[src/design/bpred_pkg.sv]
package bpred_pkg;

  //////////////////////////////
  // Widths and depths
  //////////////////////////////
  localparam int pc_width    = 16;                   // Instruction address width
  localparam int index_width = 4;                    // Table index width
  localparam int num_entries = 16;                   // Entries per table
  localparam int index_lsb   = 1;                    // Halfword instructions, bit 0 is always 0
  localparam int tag_width   = pc_width - index_width - index_lsb; // PC bits 15 to 5
  localparam int pc_step     = 2;                    // Bytes per instruction

  //////////////////////////////
  // Basic types
  //////////////////////////////
  typedef logic [pc_width-1:0]    pc_t;              // Full PC value
  typedef logic [index_width-1:0] index_t;           // Table row select

  // Saturating 2-bit counter states
  // The MSB doubles as the taken prediction
  typedef enum logic [1:0] {
    strong_not_taken = 2'b00,                        // Reset state
    weak_not_taken   = 2'b01,
    weak_taken       = 2'b10,
    strong_taken     = 2'b11                         // Upper saturation point
  } counter_t;

  //////////////////////////////
  // BTB entry layout
  //////////////////////////////
  // 28 bits in total, all zero means an empty slot
  typedef struct packed {
    logic                 valid;                     // Slot holds a target
    logic [tag_width-1:0] tag;                       // PC bits above the index
    pc_t                  target;                    // Predicted branch destination
  } btb_entry_t;

endpackage
[src/design/branch_predictor.sv]
`timescale 1ns/1ps

module branch_predictor (
  input  logic           clk,
  input  logic           rst,                        // Synchronous, active high
  // Fetch side
  input  logic           fetch_valid,                // Lookup request
  input  bpred_pkg::pc_t fetch_pc,                   // Current PC
  // Resolve side, from decode
  input  logic           resolve_valid,              // Outcome strobe
  input  bpred_pkg::pc_t resolve_pc,                 // PC held in IF/ID
  input  logic           resolve_taken,              // Actual direction
  input  bpred_pkg::pc_t resolve_target,             // Actual destination
  // Prediction
  output logic           predict_taken,              // BHT says taken
  output logic           predict_hit,                // BTB holds a target
  output bpred_pkg::pc_t predict_target,             // BTB target
  output bpred_pkg::pc_t next_pc                     // PC to fetch next
);

  import bpred_pkg::*;

  index_t               fetch_index;                 // Fetch row
  logic [tag_width-1:0] fetch_tag;                   // Fetch tag
  index_t               resolve_index;               // Resolve row
  logic [tag_width-1:0] resolve_tag;                 // Resolve tag
  logic                 btb_alloc_en;                // Taken resolves only
  pc_t                  seq_pc;                      // Fall-through address
  logic                 redirect;                    // Use the BTB target

  //////////////////////////////
  // Index and tag split
  //////////////////////////////
  assign fetch_index   = fetch_pc[index_lsb +: index_width];   // Bits 4 to 1
  assign fetch_tag     = fetch_pc[pc_width-1 -: tag_width];    // Bits 15 to 5
  assign resolve_index = resolve_pc[index_lsb +: index_width];
  assign resolve_tag   = resolve_pc[pc_width-1 -: tag_width];

  assign btb_alloc_en  = resolve_valid && resolve_taken; // Not-taken never allocates

  //////////////////////////////
  // Direction and target
  //////////////////////////////
  bht u_bht (
    .clk             (clk),
    .rst             (rst),
    .lookup_en       (fetch_valid),
    .lookup_index    (fetch_index),
    .update_en       (resolve_valid),
    .update_index    (resolve_index),
    .actual_taken    (resolve_taken),
    .predicted_taken (predict_taken)
  );

  btb u_btb (
    .clk          (clk),
    .rst          (rst),
    .lookup_en    (fetch_valid),
    .lookup_index (fetch_index),
    .lookup_tag   (fetch_tag),
    .alloc_en     (btb_alloc_en),
    .alloc_index  (resolve_index),
    .alloc_tag    (resolve_tag),
    .alloc_target (resolve_target),
    .hit          (predict_hit),
    .target       (predict_target)
  );

  //////////////////////////////
  // Next fetch PC
  //////////////////////////////
  // Redirect only when the direction and the target agree
  assign seq_pc   = pc_t'(fetch_pc + pc_step);
  assign redirect = predict_taken && predict_hit;
  assign next_pc  = redirect ? predict_target : seq_pc;

endmodule

[src/design/btb.sv]
`timescale 1ns/1ps

module btb (
  input  logic                            clk,
  input  logic                            rst,          // Invalidates all slots
  input  logic                            lookup_en,    // Fetch side valid
  input  bpred_pkg::index_t               lookup_index, // Row for the fetched PC
  input  logic [bpred_pkg::tag_width-1:0] lookup_tag,   // Upper bits of the fetched PC
  input  logic                            alloc_en,     // Taken resolve only
  input  bpred_pkg::index_t               alloc_index,  // Row for the resolved PC
  input  logic [bpred_pkg::tag_width-1:0] alloc_tag,    // Upper bits of the resolved PC
  input  bpred_pkg::pc_t                  alloc_target, // Resolved destination
  output logic                            hit,          // Valid slot with matching tag
  output bpred_pkg::pc_t                  target        // Stored destination
);

  import bpred_pkg::*;

  btb_entry_t lookup_entry;                          // Slot read for fetch
  btb_entry_t alloc_entry;                           // Slot contents to write
  logic       tag_match;                             // Stored tag equals fetch tag

  //////////////////////////////
  // Entry storage
  //////////////////////////////
  // Second read port is not needed here
  prediction_table #(
    .entry_t    (btb_entry_t)
  ) u_table (
    .clk        (clk),
    .rst        (rst),
    .wr_en      (alloc_en),
    .wr_index   (alloc_index),
    .wr_data    (alloc_entry),
    .rd_en_a    (lookup_en),
    .rd_index_a (lookup_index),
    .rd_en_b    (1'b0),                              // Port b idle
    .rd_index_b (index_t'('0)),
    .rd_data_a  (lookup_entry),
    .rd_data_b  ()
  );

  //////////////////////////////
  // Allocation
  //////////////////////////////
  // Direct mapped, a new branch evicts whatever sat in the row
  always_comb begin
    alloc_entry        = '0;
    alloc_entry.valid  = 1'b1;
    alloc_entry.tag    = alloc_tag;
    alloc_entry.target = alloc_target;
  end

  //////////////////////////////
  // Hit detection
  //////////////////////////////
  assign tag_match = (lookup_entry.tag == lookup_tag);
  assign hit       = lookup_entry.valid && tag_match; // Disabled read gives valid low
  assign target    = lookup_entry.target;             // Zero on a disabled read

endmodule

[src/design/bht.sv]
`timescale 1ns/1ps

module bht (
  input  logic              clk,
  input  logic              rst,                     // All counters to strong not taken
  input  logic              lookup_en,               // Fetch side valid
  input  bpred_pkg::index_t lookup_index,            // Row for the fetched PC
  input  logic              update_en,               // Resolve side valid
  input  bpred_pkg::index_t update_index,            // Row for the IF/ID PC
  input  logic              actual_taken,            // Resolved direction
  output logic              predicted_taken          // Counter MSB of the fetched row
);

  import bpred_pkg::*;

  counter_t lookup_counter;                          // State seen by fetch
  counter_t update_counter;                          // State of the row being trained
  counter_t next_counter;                            // Value written back

  //////////////////////////////
  // Counter storage
  //////////////////////////////
  // Port a serves fetch, port b reads the row under update
  prediction_table #(
    .entry_t    (counter_t)
  ) u_table (
    .clk        (clk),
    .rst        (rst),
    .wr_en      (update_en),
    .wr_index   (update_index),
    .wr_data    (next_counter),
    .rd_en_a    (lookup_en),
    .rd_index_a (lookup_index),
    .rd_en_b    (update_en),
    .rd_index_b (update_index),
    .rd_data_a  (lookup_counter),
    .rd_data_b  (update_counter)
  );

  assign predicted_taken = lookup_counter[1];        // Upper half of the range is taken

  //////////////////////////////
  // Saturating next state
  //////////////////////////////
  // Training reads the written row, not the fetched one
  always_comb begin
    next_counter = update_counter;
    case (update_counter)
      strong_not_taken: begin
        next_counter = actual_taken ? weak_not_taken : strong_not_taken; // Hold at floor
      end
      weak_not_taken: begin
        next_counter = actual_taken ? weak_taken : strong_not_taken;
      end
      weak_taken: begin
        next_counter = actual_taken ? strong_taken : weak_not_taken;
      end
      strong_taken: begin
        next_counter = actual_taken ? strong_taken : weak_taken;         // Hold at ceiling
      end
      default: begin
        next_counter = strong_not_taken;             // Unreachable with a 2-bit enum
      end
    endcase
  end

endmodule

[src/design/prediction_table.sv]
`timescale 1ns/1ps

module prediction_table #(
  parameter type entry_t = bpred_pkg::counter_t      // Payload stored in each row
) (
  input  logic              clk,
  input  logic              rst,                     // Clears every row to zero
  input  logic              wr_en,                   // Write strobe
  input  bpred_pkg::index_t wr_index,                // Row to write
  input  entry_t            wr_data,                 // New row contents
  input  logic              rd_en_a,                 // Read port a enable
  input  bpred_pkg::index_t rd_index_a,              // Read port a row
  input  logic              rd_en_b,                 // Read port b enable
  input  bpred_pkg::index_t rd_index_b,              // Read port b row
  output entry_t            rd_data_a,               // Zero when port a is off
  output entry_t            rd_data_b                // Zero when port b is off
);

  import bpred_pkg::*;

  logic [num_entries-1:0]  wr_wordline;              // One-hot write select
  logic [num_entries-1:0]  rd_wordline_a;            // One-hot read select, port a
  logic [num_entries-1:0]  rd_wordline_b;            // One-hot read select, port b
  entry_t                  entries [num_entries];    // Row registers
  logic [$bits(entry_t)-1:0] bitline_a;              // Wired-OR read bus, port a
  logic [$bits(entry_t)-1:0] bitline_b;              // Wired-OR read bus, port b

  // 4-to-16 decoder gated by an enable
  function automatic logic [num_entries-1:0] decode(input index_t idx, input logic en);
    logic [num_entries-1:0] onehot;
    onehot      = '0;
    onehot[idx] = en;                                // Nothing selected when en is low
    return onehot;
  endfunction

  //////////////////////////////
  // Wordline decoders
  //////////////////////////////
  assign wr_wordline   = decode(wr_index, wr_en);
  assign rd_wordline_a = decode(rd_index_a, rd_en_a);
  assign rd_wordline_b = decode(rd_index_b, rd_en_b);

  //////////////////////////////
  // Row storage
  //////////////////////////////
  always_ff @(posedge clk) begin
    for (int i = 0; i < num_entries; i++) begin
      if (rst) begin
        entries[i] <= entry_t'('0);                  // Strong not taken or invalid
      end else if (wr_wordline[i]) begin
        entries[i] <= wr_data;
      end
    end
  end

  // Each bitline ORs together the rows its wordline enables
  always_comb begin
    bitline_a = '0;
    bitline_b = '0;
    for (int i = 0; i < num_entries; i++) begin
      bitline_a = bitline_a | ({$bits(entry_t){rd_wordline_a[i]}} & entries[i]);
      bitline_b = bitline_b | ({$bits(entry_t){rd_wordline_b[i]}} & entries[i]);
    end
  end

  assign rd_data_a = entry_t'(bitline_a);            // No bypass from the write port
  assign rd_data_b = entry_t'(bitline_b);

endmodule

[config.mk]
export PLATFORM = sky130hd
export DESIGN_NAME = branch_predictor
export DESIGN_NICKNAME = d
export VERILOG_FILES = /design/src/design/bpred_pkg.sv /design/src/design/branch_predictor.sv /design/src/design/btb.sv /design/src/design/bht.sv /design/src/design/prediction_table.sv
export SDC_FILE = /design/constraint.sdc
export NUM_CORES = 1
export LEC_CHECK = 0
export BUFFER_PORTS_ARGS = -buffer_cell sky130_fd_sc_hd__buf_4
export CAP_MARGIN = 10
export CORE_MARGIN = 4
export CORE_UTILIZATION = 40
export CTS_CLUSTER_DIAMETER = 50
export DETAILED_ROUTE_END_ITERATION = 8
export GPL_ROUTABILITY_DRIVEN = 0
export PLACE_DENSITY = 0.53
export SYNTH_ARGS = -nofsm -noshare
export SYNTH_HDL_FRONTEND = slang
export SYNTH_SLANG_ARGS = --single-unit
[constraint.sdc]
create_clock -name clk -period 3.9 [get_ports clk]
set_input_delay 0.585 -clock clk [delete_from_list [all_inputs] [get_ports clk]]
set_output_delay 0.585 -clock clk [all_outputs]
set_load 0.01 [all_outputs]
=== Yosys cells after proc, flatten, opt, wreduce, memory -nomap -nowiden ===
Memory sizes are Yosys's and may differ from the RTL's.
Cells that the tools add are included.

* Bits in registers: 0
* Bits in writable memories: 480
* Input bits: 53
* Memories: 2

* Add/subtract/negate cells: 1
* Magnitude comparators: 4
* Equality and inequality tests: 4
* Multiplexer cells: 140
* Bitwise operators: 128
* Reductions and logical operators: 6

{| class="wikitable"
|+ Memory list
! memory !! words !! width !! rd ports !! clocked after memory_dff !! write ports !! RTL line !! text
|-
| u_btb.u_table.entries || 16 || 28 || 16 || 0 || 16 || prediction_table.sv:24 || <nowiki>entry_t entries [num_entries];</nowiki>
|-
| u_bht.u_table.entries || 16 || 2 || 16 || 0 || 16 || prediction_table.sv:24 ||
|}

{| class="wikitable"
|+ Operator list
! cell !! count
|-
| bitwise AND 28 bit || 16
|-
| two-way mux 28 bit || 16
|-
| bitwise OR 28 bit || 15
|-
| two-way mux 1 bit || 102
|-
| bitwise AND 2 bit || 32
|-
| bitwise OR 2 bit || 30
|-
| bitwise AND 16 bit || 3
|-
| two-way mux 2 bit || 18
|-
| bitwise OR 1 bit || 32
|-
| adder 16 x 2 -> 16 bit (second input constant) || 1
|-
| two-way mux 16 bit || 1
|-
| == test 11 bit || 1
|-
| less-than comparator 4 x 5 -> 1 bit (second input constant) || 2
|-
| demux 1 bit (select 4 bit) || 2
|-
| >= comparator 4 x 1 -> 1 bit (second input constant) || 2
|-
| one-hot mux 2 bit (4 select lines) || 1
|-
| logical AND 1 bit || 5
|-
| == test 2 bit (second input constant) || 2
|-
| == test 2 x 1 -> 1 bit (second input constant) || 1
|-
| zero test 2 bit || 1
|}

=== Longest topological paths before layout ===
Gate-level depths: netlist (run 1).

* Word-level depth: 25
* Mapped depth: 14
* Gate-level depth less buffers: 10

=== Modules after synthesis ===
A second synthesis (run 1) with hierarchy kept.

* Cells, all modules: 2155
* Area, all modules: 25674.6 µm²

{| class="wikitable"
|+ Modules (own cells, without submodules)
! module !! instances !! cells an instance !! area each (µm²)
|-
| prediction_table (u_btb.u_table) || 1 || 1838 || 22903.2
|-
| prediction_table (u_bht.u_table) || 1 || 229 || 2140.8
|-
| branch_predictor || 1 || 68 || 471.7
|-
| btb || 1 || 17 || 132.6
|-
| bht || 1 || 3 || 26.3
|}

=== Least setup slack after synthesis (run 1) ===
Ideal clock, no wire load.

* Path kind: in2out
* Start point: in fetch_pc[1]
* End point: out next_pc[10]
* Arrival time: 2972 ps
* Data required time: 3315 ps
* Setup slack: 343 ps
* Stages on the path: 14
* Buffers on the path: 4
* Cells stage by stage: inv_1 > ha_1 > clkbuf_1 > and3b_1 > clkbuf_1 > a22oi_1 > nand4_1 > a2111oi_4 > xnor2_1 > nor4_2 > and4b_1 > buf_6 > buf_12 > mux2_4

* Word-level cells in the longest chain between the ends: 25

{| class="wikitable"
|+ Ends and longest elaborated chain
! what !! RTL line !! text
|-
| start: declaration || branch_predictor.sv:8 || <nowiki>input bpred_pkg::pc_t fetch_pc,</nowiki>
|-
| less-than comparator 4 x 5 -> 1 bit (not written as such) or >= comparator 4 x 1 -> 1 bit (tied branches) || prediction_table.sv:32 || <nowiki>onehot[idx] = en;</nowiki>
|-
| logical AND 1 bit (not written as such) || prediction_table.sv:32 ||
|-
| two-way mux 1 bit (not written as such) || prediction_table.sv:32 ||
|-
| demux 1 bit (select 4 bit) || prediction_table.sv:32 ||
|-
| bitwise AND 16 bit (no source line) || -- ||
|-
| bitwise AND 28 bit || prediction_table.sv:61 || <nowiki>bitline_a = bitline_a | ({$bits(entry_t){rd_wordline_a[i]}} & entries[i]);</nowiki>
|-
| bitwise OR 28 bit (15 in series) || prediction_table.sv:61 ||
|-
| == test 11 bit || btb.sv:57 || <nowiki>assign tag_match = (lookup_entry.tag == lookup_tag);</nowiki>
|-
| logical AND 1 bit || btb.sv:58 || <nowiki>assign hit = lookup_entry.valid && tag_match;</nowiki>
|-
| logical AND 1 bit || branch_predictor.sv:74 || <nowiki>assign redirect = predict_taken && predict_hit;</nowiki>
|-
| two-way mux 16 bit * || branch_predictor.sv:75 || <nowiki>assign next_pc = redirect ? predict_target : seq_pc;</nowiki>
|-
| end: declaration || branch_predictor.sv:18 || <nowiki>output bpred_pkg::pc_t next_pc</nowiki>
|}

Mark *: on every way between the ends. The rest lies on a longest branch, timed or not.

=== Final worst setup path (run 1) ===
* Start point: in fetch_pc[1]
* End point: out next_pc[6]

The elaborated chain is that of the path after synthesis.

==> results of run 1 <==
==> per-layer routing <==
layer,global-route usage,vias up,wire [um]
li1,-,6532,-
met2,0.4272,766,37220
met3,0.04942,138,7046
met5,0,-,10
met4,0.09031,2,2577
met1,0.3616,7690,32940
==> synth_stat cells, types with 5 or more instances <==
cell type  count
mux2i_1       52
inv_1          7
nor2_1        56
a221o_1        6
and4_1        13
buf_1          6
nand3_1       30
mux2_2        21
o2bb2ai_1      5
nand2b_1      18
mux2_4        12
a21oi_1        5
and2_1       435
buf_2         18
nor3_1        18
xnor2_1       14
nand4_1       11
o22ai_1        9
a222oi_1      27
o21bai_1      14
and3_1         6
a221oi_1      29
nand2_1       75
and4b_1        8
a22oi_1       42
xor2_1        10
buf_4          5
o21ai_0       20
edfxtp_1     479
mux4_2         5
clkbuf_1      98
a22o_1        21
nor2b_1        7
==> where the power goes <==
part | switching (uW) | internal [uW]
Combinational | 646 | 383
Sequential | 82.8 | 5950
Clock | 2120 | 2850
==> state kept, by name (all words and copies together), names as in the netlist <==
signal and count:
u_bht.u_table.entries 32, u_btb.u_table.entries 448
==> logic make-up (layout without fill, tap and decap cells) <==
group           count (synthesis)  in the layout
mux                            91             91
fa+ha+maj                       6              6
buf+inv                       140            387
compound gates                215            215
flops                         480            480
simple gates                  694            694
xor+xnor                       24             24
other cells                     0              2
==> stage by stage <==
stage	hold WS, ns	setup TNS, ns	instances	power (uW)	cell area (um2)
after floorplan	0.4530	0	1650	6557	22170
after global placement	0.4773	-6.165	2533	7109	24920
after detailed placement	0.4773	-6.115	2533	7123	24920
after CTS	0.3422	-1.449	2646	12080	27010
after global routing	0.3734	-2.570	2646	12370	27030
final	0.3645	-1.583	2647	12040	27030
==> how the worst max path moves through the flow <==
stage	from	to	slack [ns]	depth (start not counted)
2_1_floorplan	fetch_pc[1]	next_pc[10]	0.34	14
3_3_place_gp	fetch_pc[1]	next_pc[4]	-0.46	14
3_5_place_dp	fetch_pc[1]	next_pc[4]	-0.44	14
4_1_cts	u_btb.u_table.entries[0][24]$_SDFFCE_PN0P_	next_pc[8]	-0.12	11
5_1_grt	fetch_pc[1]	next_pc[6]	-0.20	13
6_report	fetch_pc[1]	next_pc[6]	-0.14	13
==> worst reg2reg max path, cell delays in order, from the launching register on <==
cell	delay (ns)
edfxtp_1	0.41
mux4_2	0.48
a32oi_1	0.20
nand2_1	0.08
a2111oi_0	0.67
maj3_1	0.35
or2_1	0.51
nor2_1	0.10
==> layout make-up <==
cell class	instances	area, um2	share of cell area
diodes	2	5.005	0.0001851
clock buffers	68	1425	0.05272
clock inverters	33	284.0	0.01051
inverters	8	30.03	0.001111
multi-input cells	1030	7596	0.2810
flip-flops and latches	480	14400	0.5328
well taps	748	935.9	0.03462
repair buffers	278	2354	0.08706
==> what timing repair did <==
action,4_1_cts,5_1_grt
gates resized for setup,64,9
pin swaps,5,5
gates cloned,1,0
setup endpoints to repair,16,16
endpoints found under the hold margin,0,0
buffers inserted,11,1
==> impl_results.md, run 1 <==
* Outcome: finished with violations
* Failing checks: negative setup slack
* Crit-path cells: buf_6 -> inv_2 -> ha_4 -> and4b_2 -> buf_4 -> a221oi_4 -> nand4_1 -> xor2_1 -> nor4_2 -> and4b_4 -> buf_12 -> mux2_4 -> buf_6
* CTS buffer count at 55
* CTS Hold Buffers Added at 0
* Multiplexer share of the synthesized area at 0.04786
* Synth top area share at 0.6489
* Critical path's top delay family: simple AND/OR/NAND/NOR gates
* DR iter-0 viols at around 1.9k
* R2R depth at 7
* # port buffers at 85
* Pin count of the biggest net entering global routing at 45
* WS Path Type: primary input to output port
* Post-layout util at 0.4916
* Synthesized cell area at approximately 22,000 um2
* Initial antenna violation count at 6
* Width of the die at about 240 um
* Share of cells above drive strength 1 at 0.2441
* Most frequent cells in the layout: edfxtp_1, and2_1, buf_4
* Final setup margin at -0.1395 ns
* Final WL at between 70,000 and 80,000 um
* FF-to-FF End: u_bht.u_table.entries[0][4]$_SDFFCE_PN0P_
* CTS root buffer: clkbuf_16
* Antenna violation net count after detailed routing at 0
* Min Tclk post-route at 4.040 ns
* Syn. warnings at 0
* Post-DP HPWL at roughly 50,000 um
* Via/cell ratio at ~5.7
* Clk_skew at ~0.0043 ns
* WHS Endpoint: u_btb.u_table.entries[0][169]$_SDFFCE_PN0P_
* Worst-case clock buffer depth at 3
* Required time of the critical path at 3.31 ns
* Reg-to-Reg Start: u_bht.u_table.entries[0][5]$_SDFFCE_PN0P_
* Slowest stage cell, crit path: mux2_4
* Initial Utilization at 0.4032
* Routed len/inst at 30.14 um
* Maximum vdd drop at roughly 380 uV
* Final setup viols at 16
* Nets at roughly 1.9k
* CP max stage delay at approximately 0.35 ns
* Top cells by area, synth: edfxtp_1, and2_1, mux2i_1, clkbuf_1, a22oi_1
* RSZ-0062 raised after global routing: true
* Count of state elements after synthesis at 480
* Max Cap Violations at 0
* Most common cell after layout, fill and taps aside: edfxtp_1
* Number of global-route vias before repair at about 15k
* Max-slew headroom at the worst pin at 0.2576
* Synth Net Count at 1,707
* HP Class: primary input to flop
* Core Region at ~55,000 um2
* Xor and xnor area share after synthesis at 0.009482
* Clk_lat worst skew at approximately 0.6 ns
* Vias at 15.13k
* R2R setup slack at 0.83 ns
* Main synth FF type: edfxtp_1
* DRC viols at 0
* Compound-Gate Fraction of Synth Area at 0.07879
* Area grow syn2layout at 21.95%
* Post-synth cell types at 67
* Syn Inst Count at roughly 1.7k
* Synth area leader: edfxtp_1
* Worst Setup End Kind: output port
* Synthesized area per cell at between 10 and 15 um2
* IO Count at 87
* GR Overflow Total at 0
* Leak at between 0.009 and 0.01 uW
* Adder-cell area share of the yosys netlist at 0.003161
* CTS Sinks at 480
* Total power divided by cell area at 445.4 nW/um2
* Crit path buf inv count at 5
* H-tree levels at 2
* CTS tree: yes
* CP dominant cell by count: buf_6
* Post-synthesis sequential area ratio at 0.6498
* Crit Path Max Fanout at 13
* CP arrival at about 3.5 ns
* Hold_sp: resolve_target[1]
* Dpl ws at -0.4445 ns
* DR pass1 iterations at 8
* Die Y at 243.4 um
* FILL cells at between 4k and 5k
* Overall global routing resource usage at 0.2645
* Hold-critical path depth at 2
* Row count at 86
* Largest family of logic cells by synthesized area: simple AND/OR/NAND/NOR gates
* Clock-pin slew on the worst setup and hold paths at 0.06 ns
* Fin. Hold Viols at 0
* Simple-Gate Fraction of Synth Area at 0.1831
* Global-route wire length before repair at 111,900 um
* Ys async rst share at 0
* Critical path startpoint category: primary input
* Number of enable flip-flop cells after synthesis at approximately 480
* DIE AREA at 59,250 um2
* Fmax at roughly 250 MHz
* Fin crit share at 1.036
* Worst slew pin tran at around 1.1 ns
* Max Transition Viols Final at 0
(Power assumes the default switching activity.)
==> inputs of run 2 (changes only) <==
--- a/config.mk
+++ b/config.mk
@@ -7,7 +7,7 @@
 export LEC_CHECK = 0
 export BUFFER_PORTS_ARGS = -buffer_cell sky130_fd_sc_hd__buf_4
 export CAP_MARGIN = 10
-export CORE_MARGIN = 4
+export CORE_MARGIN = 2
 export CORE_UTILIZATION = 40
 export CTS_CLUSTER_DIAMETER = 50
 export DETAILED_ROUTE_END_ITERATION = 8
==> run 2 against run 1 <==
The flow still finishes with violations (negative setup slack). Wire length shrank 1.9%. Sequential share of layout area grew 0.40 points. Total power grew 0.35%. Maximum frequency shrank 0.89%. Critical endpoint is now next_pc[5]. Die area shrank 3.3%. Via count shrank 1.3%. Clock power grew 1%.
==> impl_results.md, run 2 (same netlist as run 1, synthesis figures left out) <==
* CP arrival at 3.49 ns (+0.04 ns)
* Max Cap Violations at 0 (unchanged)
* Worst-case clock buffer depth at 3 (unchanged)
* CTS buffer count at 55 (unchanged)
* IO Count at 87 (unchanged)
* Outcome: finished with violations
* Initial Utilization at 0.4032 (unchanged)
* Top Registers: u_btb.u_table.entries (448), u_bht.u_table.entries (32)
* # port buffers at 85 (unchanged)
* DIE AREA at 57,320 um2 (-3.3%)
* Final setup viols at 16 (unchanged)
* Via/cell ratio at 5.704 (-0.20%)
* Overall global routing resource usage at 0.2759 (+0.01143)
* Global-route wire length before repair at 109,700 um (-2.0%)
* WS Path Type: primary input to output port
* Required time of the critical path at 3.31 ns (about the same)
* Nets at 1,888 (-1.2%)
* CTS root buffer: clkbuf_16
* Routed len/inst at 29.90 um (-0.81%)
* Final setup margin at -0.1756 ns (-0.03610 ns)
* Initial antenna violation count at 5 (-1)
* Max Transition Viols Final at 0 (unchanged)
* Register Area at 14,400 um2 (unchanged)
* R2R depth at 7 (unchanged)
* HP Class: primary input to flop
* Pin count of the biggest net entering global routing at 45 (unchanged)
* Fin crit share at 1.045 (+0.009256)
* Critical path startpoint category: primary input
* FILL cells at 4,745 (-1.1%)
* Number of global-route vias before repair at 14.75k (-2.8%)
* WHS Endpoint: u_btb.u_table.entries[0][172]$_SDFFCE_PN0P_
* Reg-to-Reg Start: u_bht.u_table.entries[1][13]$_SDFFCE_PN0P_
* Area of the multi-input gates at 7590 um2 (about the same)
* Final WL at 78,280 um (-1.9%)
* Maximum vdd drop at 292.1 uV (-23%)
* DR pass1 iterations at 6 (-2)
* Die Y at 239.4 um (-1.6%)
* Total power divided by cell area at 450.4 nW/um2 (+1.1%)
* Clock-pin slew on the worst setup and hold paths at 0.06 ns (about the same)
* Post-DP HPWL at 46,150 um (-6.1%)
* Clk_skew at 0.008738 ns (+0.004456 ns)
* Clk_lat worst skew at 0.62 ns (+0.02 ns)
* Width of the die at 239.4 um (-1.6%)
* H-tree levels at 2 (unchanged)
* Hold-critical path depth at 2 (unchanged)
* CTS tree: yes
* Core Region at 54,990 um2 (unchanged)
* Area grow syn2layout at 21.03%
* RSZ-0062 raised after global routing: true
* Antenna violation net count after detailed routing at 0 (unchanged)
* Leak at 0.009784 uW (-1.1%)
* Fin. Hold Viols at 0 (unchanged)
* Area post-placement at 24,760 um2 (-0.66%)
* R2R setup slack at 0.90 ns (+0.07 ns)
* Max reg flops at 448 (unchanged)
* Worst slew pin tran at 1.147 ns (+0.03354 ns)
* DR iter-0 viols at 1,739 (-7.0%)
* Min Tclk post-route at 4.076 ns (+0.03610 ns)
* DRC viols at 0 (unchanged)
* Fmax at 245.4 MHz (-0.89%)
* Most common cell after layout, fill and taps aside: edfxtp_1
* Max-slew headroom at the worst pin at 0.2334 (-0.02417)
* Top reg by flops: u_btb.u_table.entries
* Share of cells above drive strength 1 at 0.2376 (-0.006509)
* Worst Setup End Kind: output port
* CTS Sinks at 480 (unchanged)
* Row count at 86 (unchanged)
* Final Total Pwr at 12,080 uW (+0.35%)
* GR Overflow Total at 0 (unchanged)
* Vias at 14.93k (-1.3%)
* CTS Hold Buffers Added at 0 (unchanged)
* Failing checks: negative setup slack
* FF-to-FF End: u_bht.u_table.entries[0][0]$_SDFFCE_PN0P_
* Crit Path Max Fanout at 8 (-5)
* Most frequent cells in the layout: edfxtp_1, and2_1, buf_4
* Hold_sp: resolve_target[4]
* Design area at 26,830 um2 (-0.75%)
run 2: layout make-up:
class	instances	area share
antenna	1	0.00009327
clock buffer	66	0.05363
clock inverter	29	0.01049
inverter	8	0.001213
sequential	480	0.5369
tap	748	0.03488
timing repair buffer	256	0.07993
multi-input combinational	1030	0.2829
run 2: critical path: stages:
cell       delay, ns
buf_8           0.11
inv_4           0.05
ha_4            0.17
and3_4          0.19
buf_6           0.13
a222oi_1        0.41
o2111ai_2       0.19
a211oi_2        0.19
xnor2_1         0.13
nor4_2          0.31
and4b_2         0.35
buf_12          0.20
mux2_4          0.34
buf_6           0.13
run 2: worst max path at each step:
| stage | start | end | slack [ns] | cells past startpoint |
|---|---|---|---|---|
| floorplan | fetch_pc[1] | next_pc[10] | 0.34 | 14 |
| global placement | fetch_pc[2] | next_pc[15] | -0.29 | 14 |
| detailed placement | fetch_pc[2] | next_pc[15] | -0.33 | 14 |
| CTS | u_btb.u_table.entries[1][136]$_SDFFCE_PN0P_ | next_pc[10] | -0.21 | 12 |
| global route | u_btb.u_table.entries[1][79]$_SDFFCE_PN0P_ | next_pc[5] | -0.33 | 10 |
| finish | fetch_pc[1] | next_pc[5] | -0.18 | 14 |
run 2: metrics by stage:
| stage | std cells | TNS (ns) | hold WS (ns) | util | setup WS, ns |
|---|---|---|---|---|---|
| after floorplan | 1650 | 0 | 0.4530 | - | 0.3429 |
| after global placement | 2515 | -4.226 | 0.4728 | 0.4503 | -0.2891 |
| after detailed placement | 2515 | -4.695 | 0.4701 | 0.4503 | -0.3294 |
| after CTS | 2613 | -2.656 | 0.3319 | 0.4868 | -0.2109 |
| after global routing | 2618 | -5.003 | 0.3605 | 0.4879 | -0.3328 |
| final | 2618 | -2.285 | 0.3587 | 0.4879 | -0.1756 |
run 2: repair_timing:
action	CTS	global route
pin swaps	19	11
endpoints found under the setup margin	16	16
setup buffers	2	5
gates resized for setup	63	14
hold endpoints to repair	0	0
gates cloned	1	0
run 2: routing by layer:
metal | wire (um) | global-route usage
met1 | 32260 | 0.3662
met2 | 37140 | 0.4507
met3 | 5751 | 0.04679
met4 | 3106 | 0.1119
met5 | 25 | 0
run 2: power breakdown:
| part | total, uW | leakage, uW | switching, uW | internal, uW |
|---|---|---|---|---|
| Sequential | 6030 | 0.00460 | 81.6 | 5950 |
| Combinational | 1010 | 0.00435 | 635 | 375 |
| Clock | 5040 | 0.000837 | 2100 | 2940 |
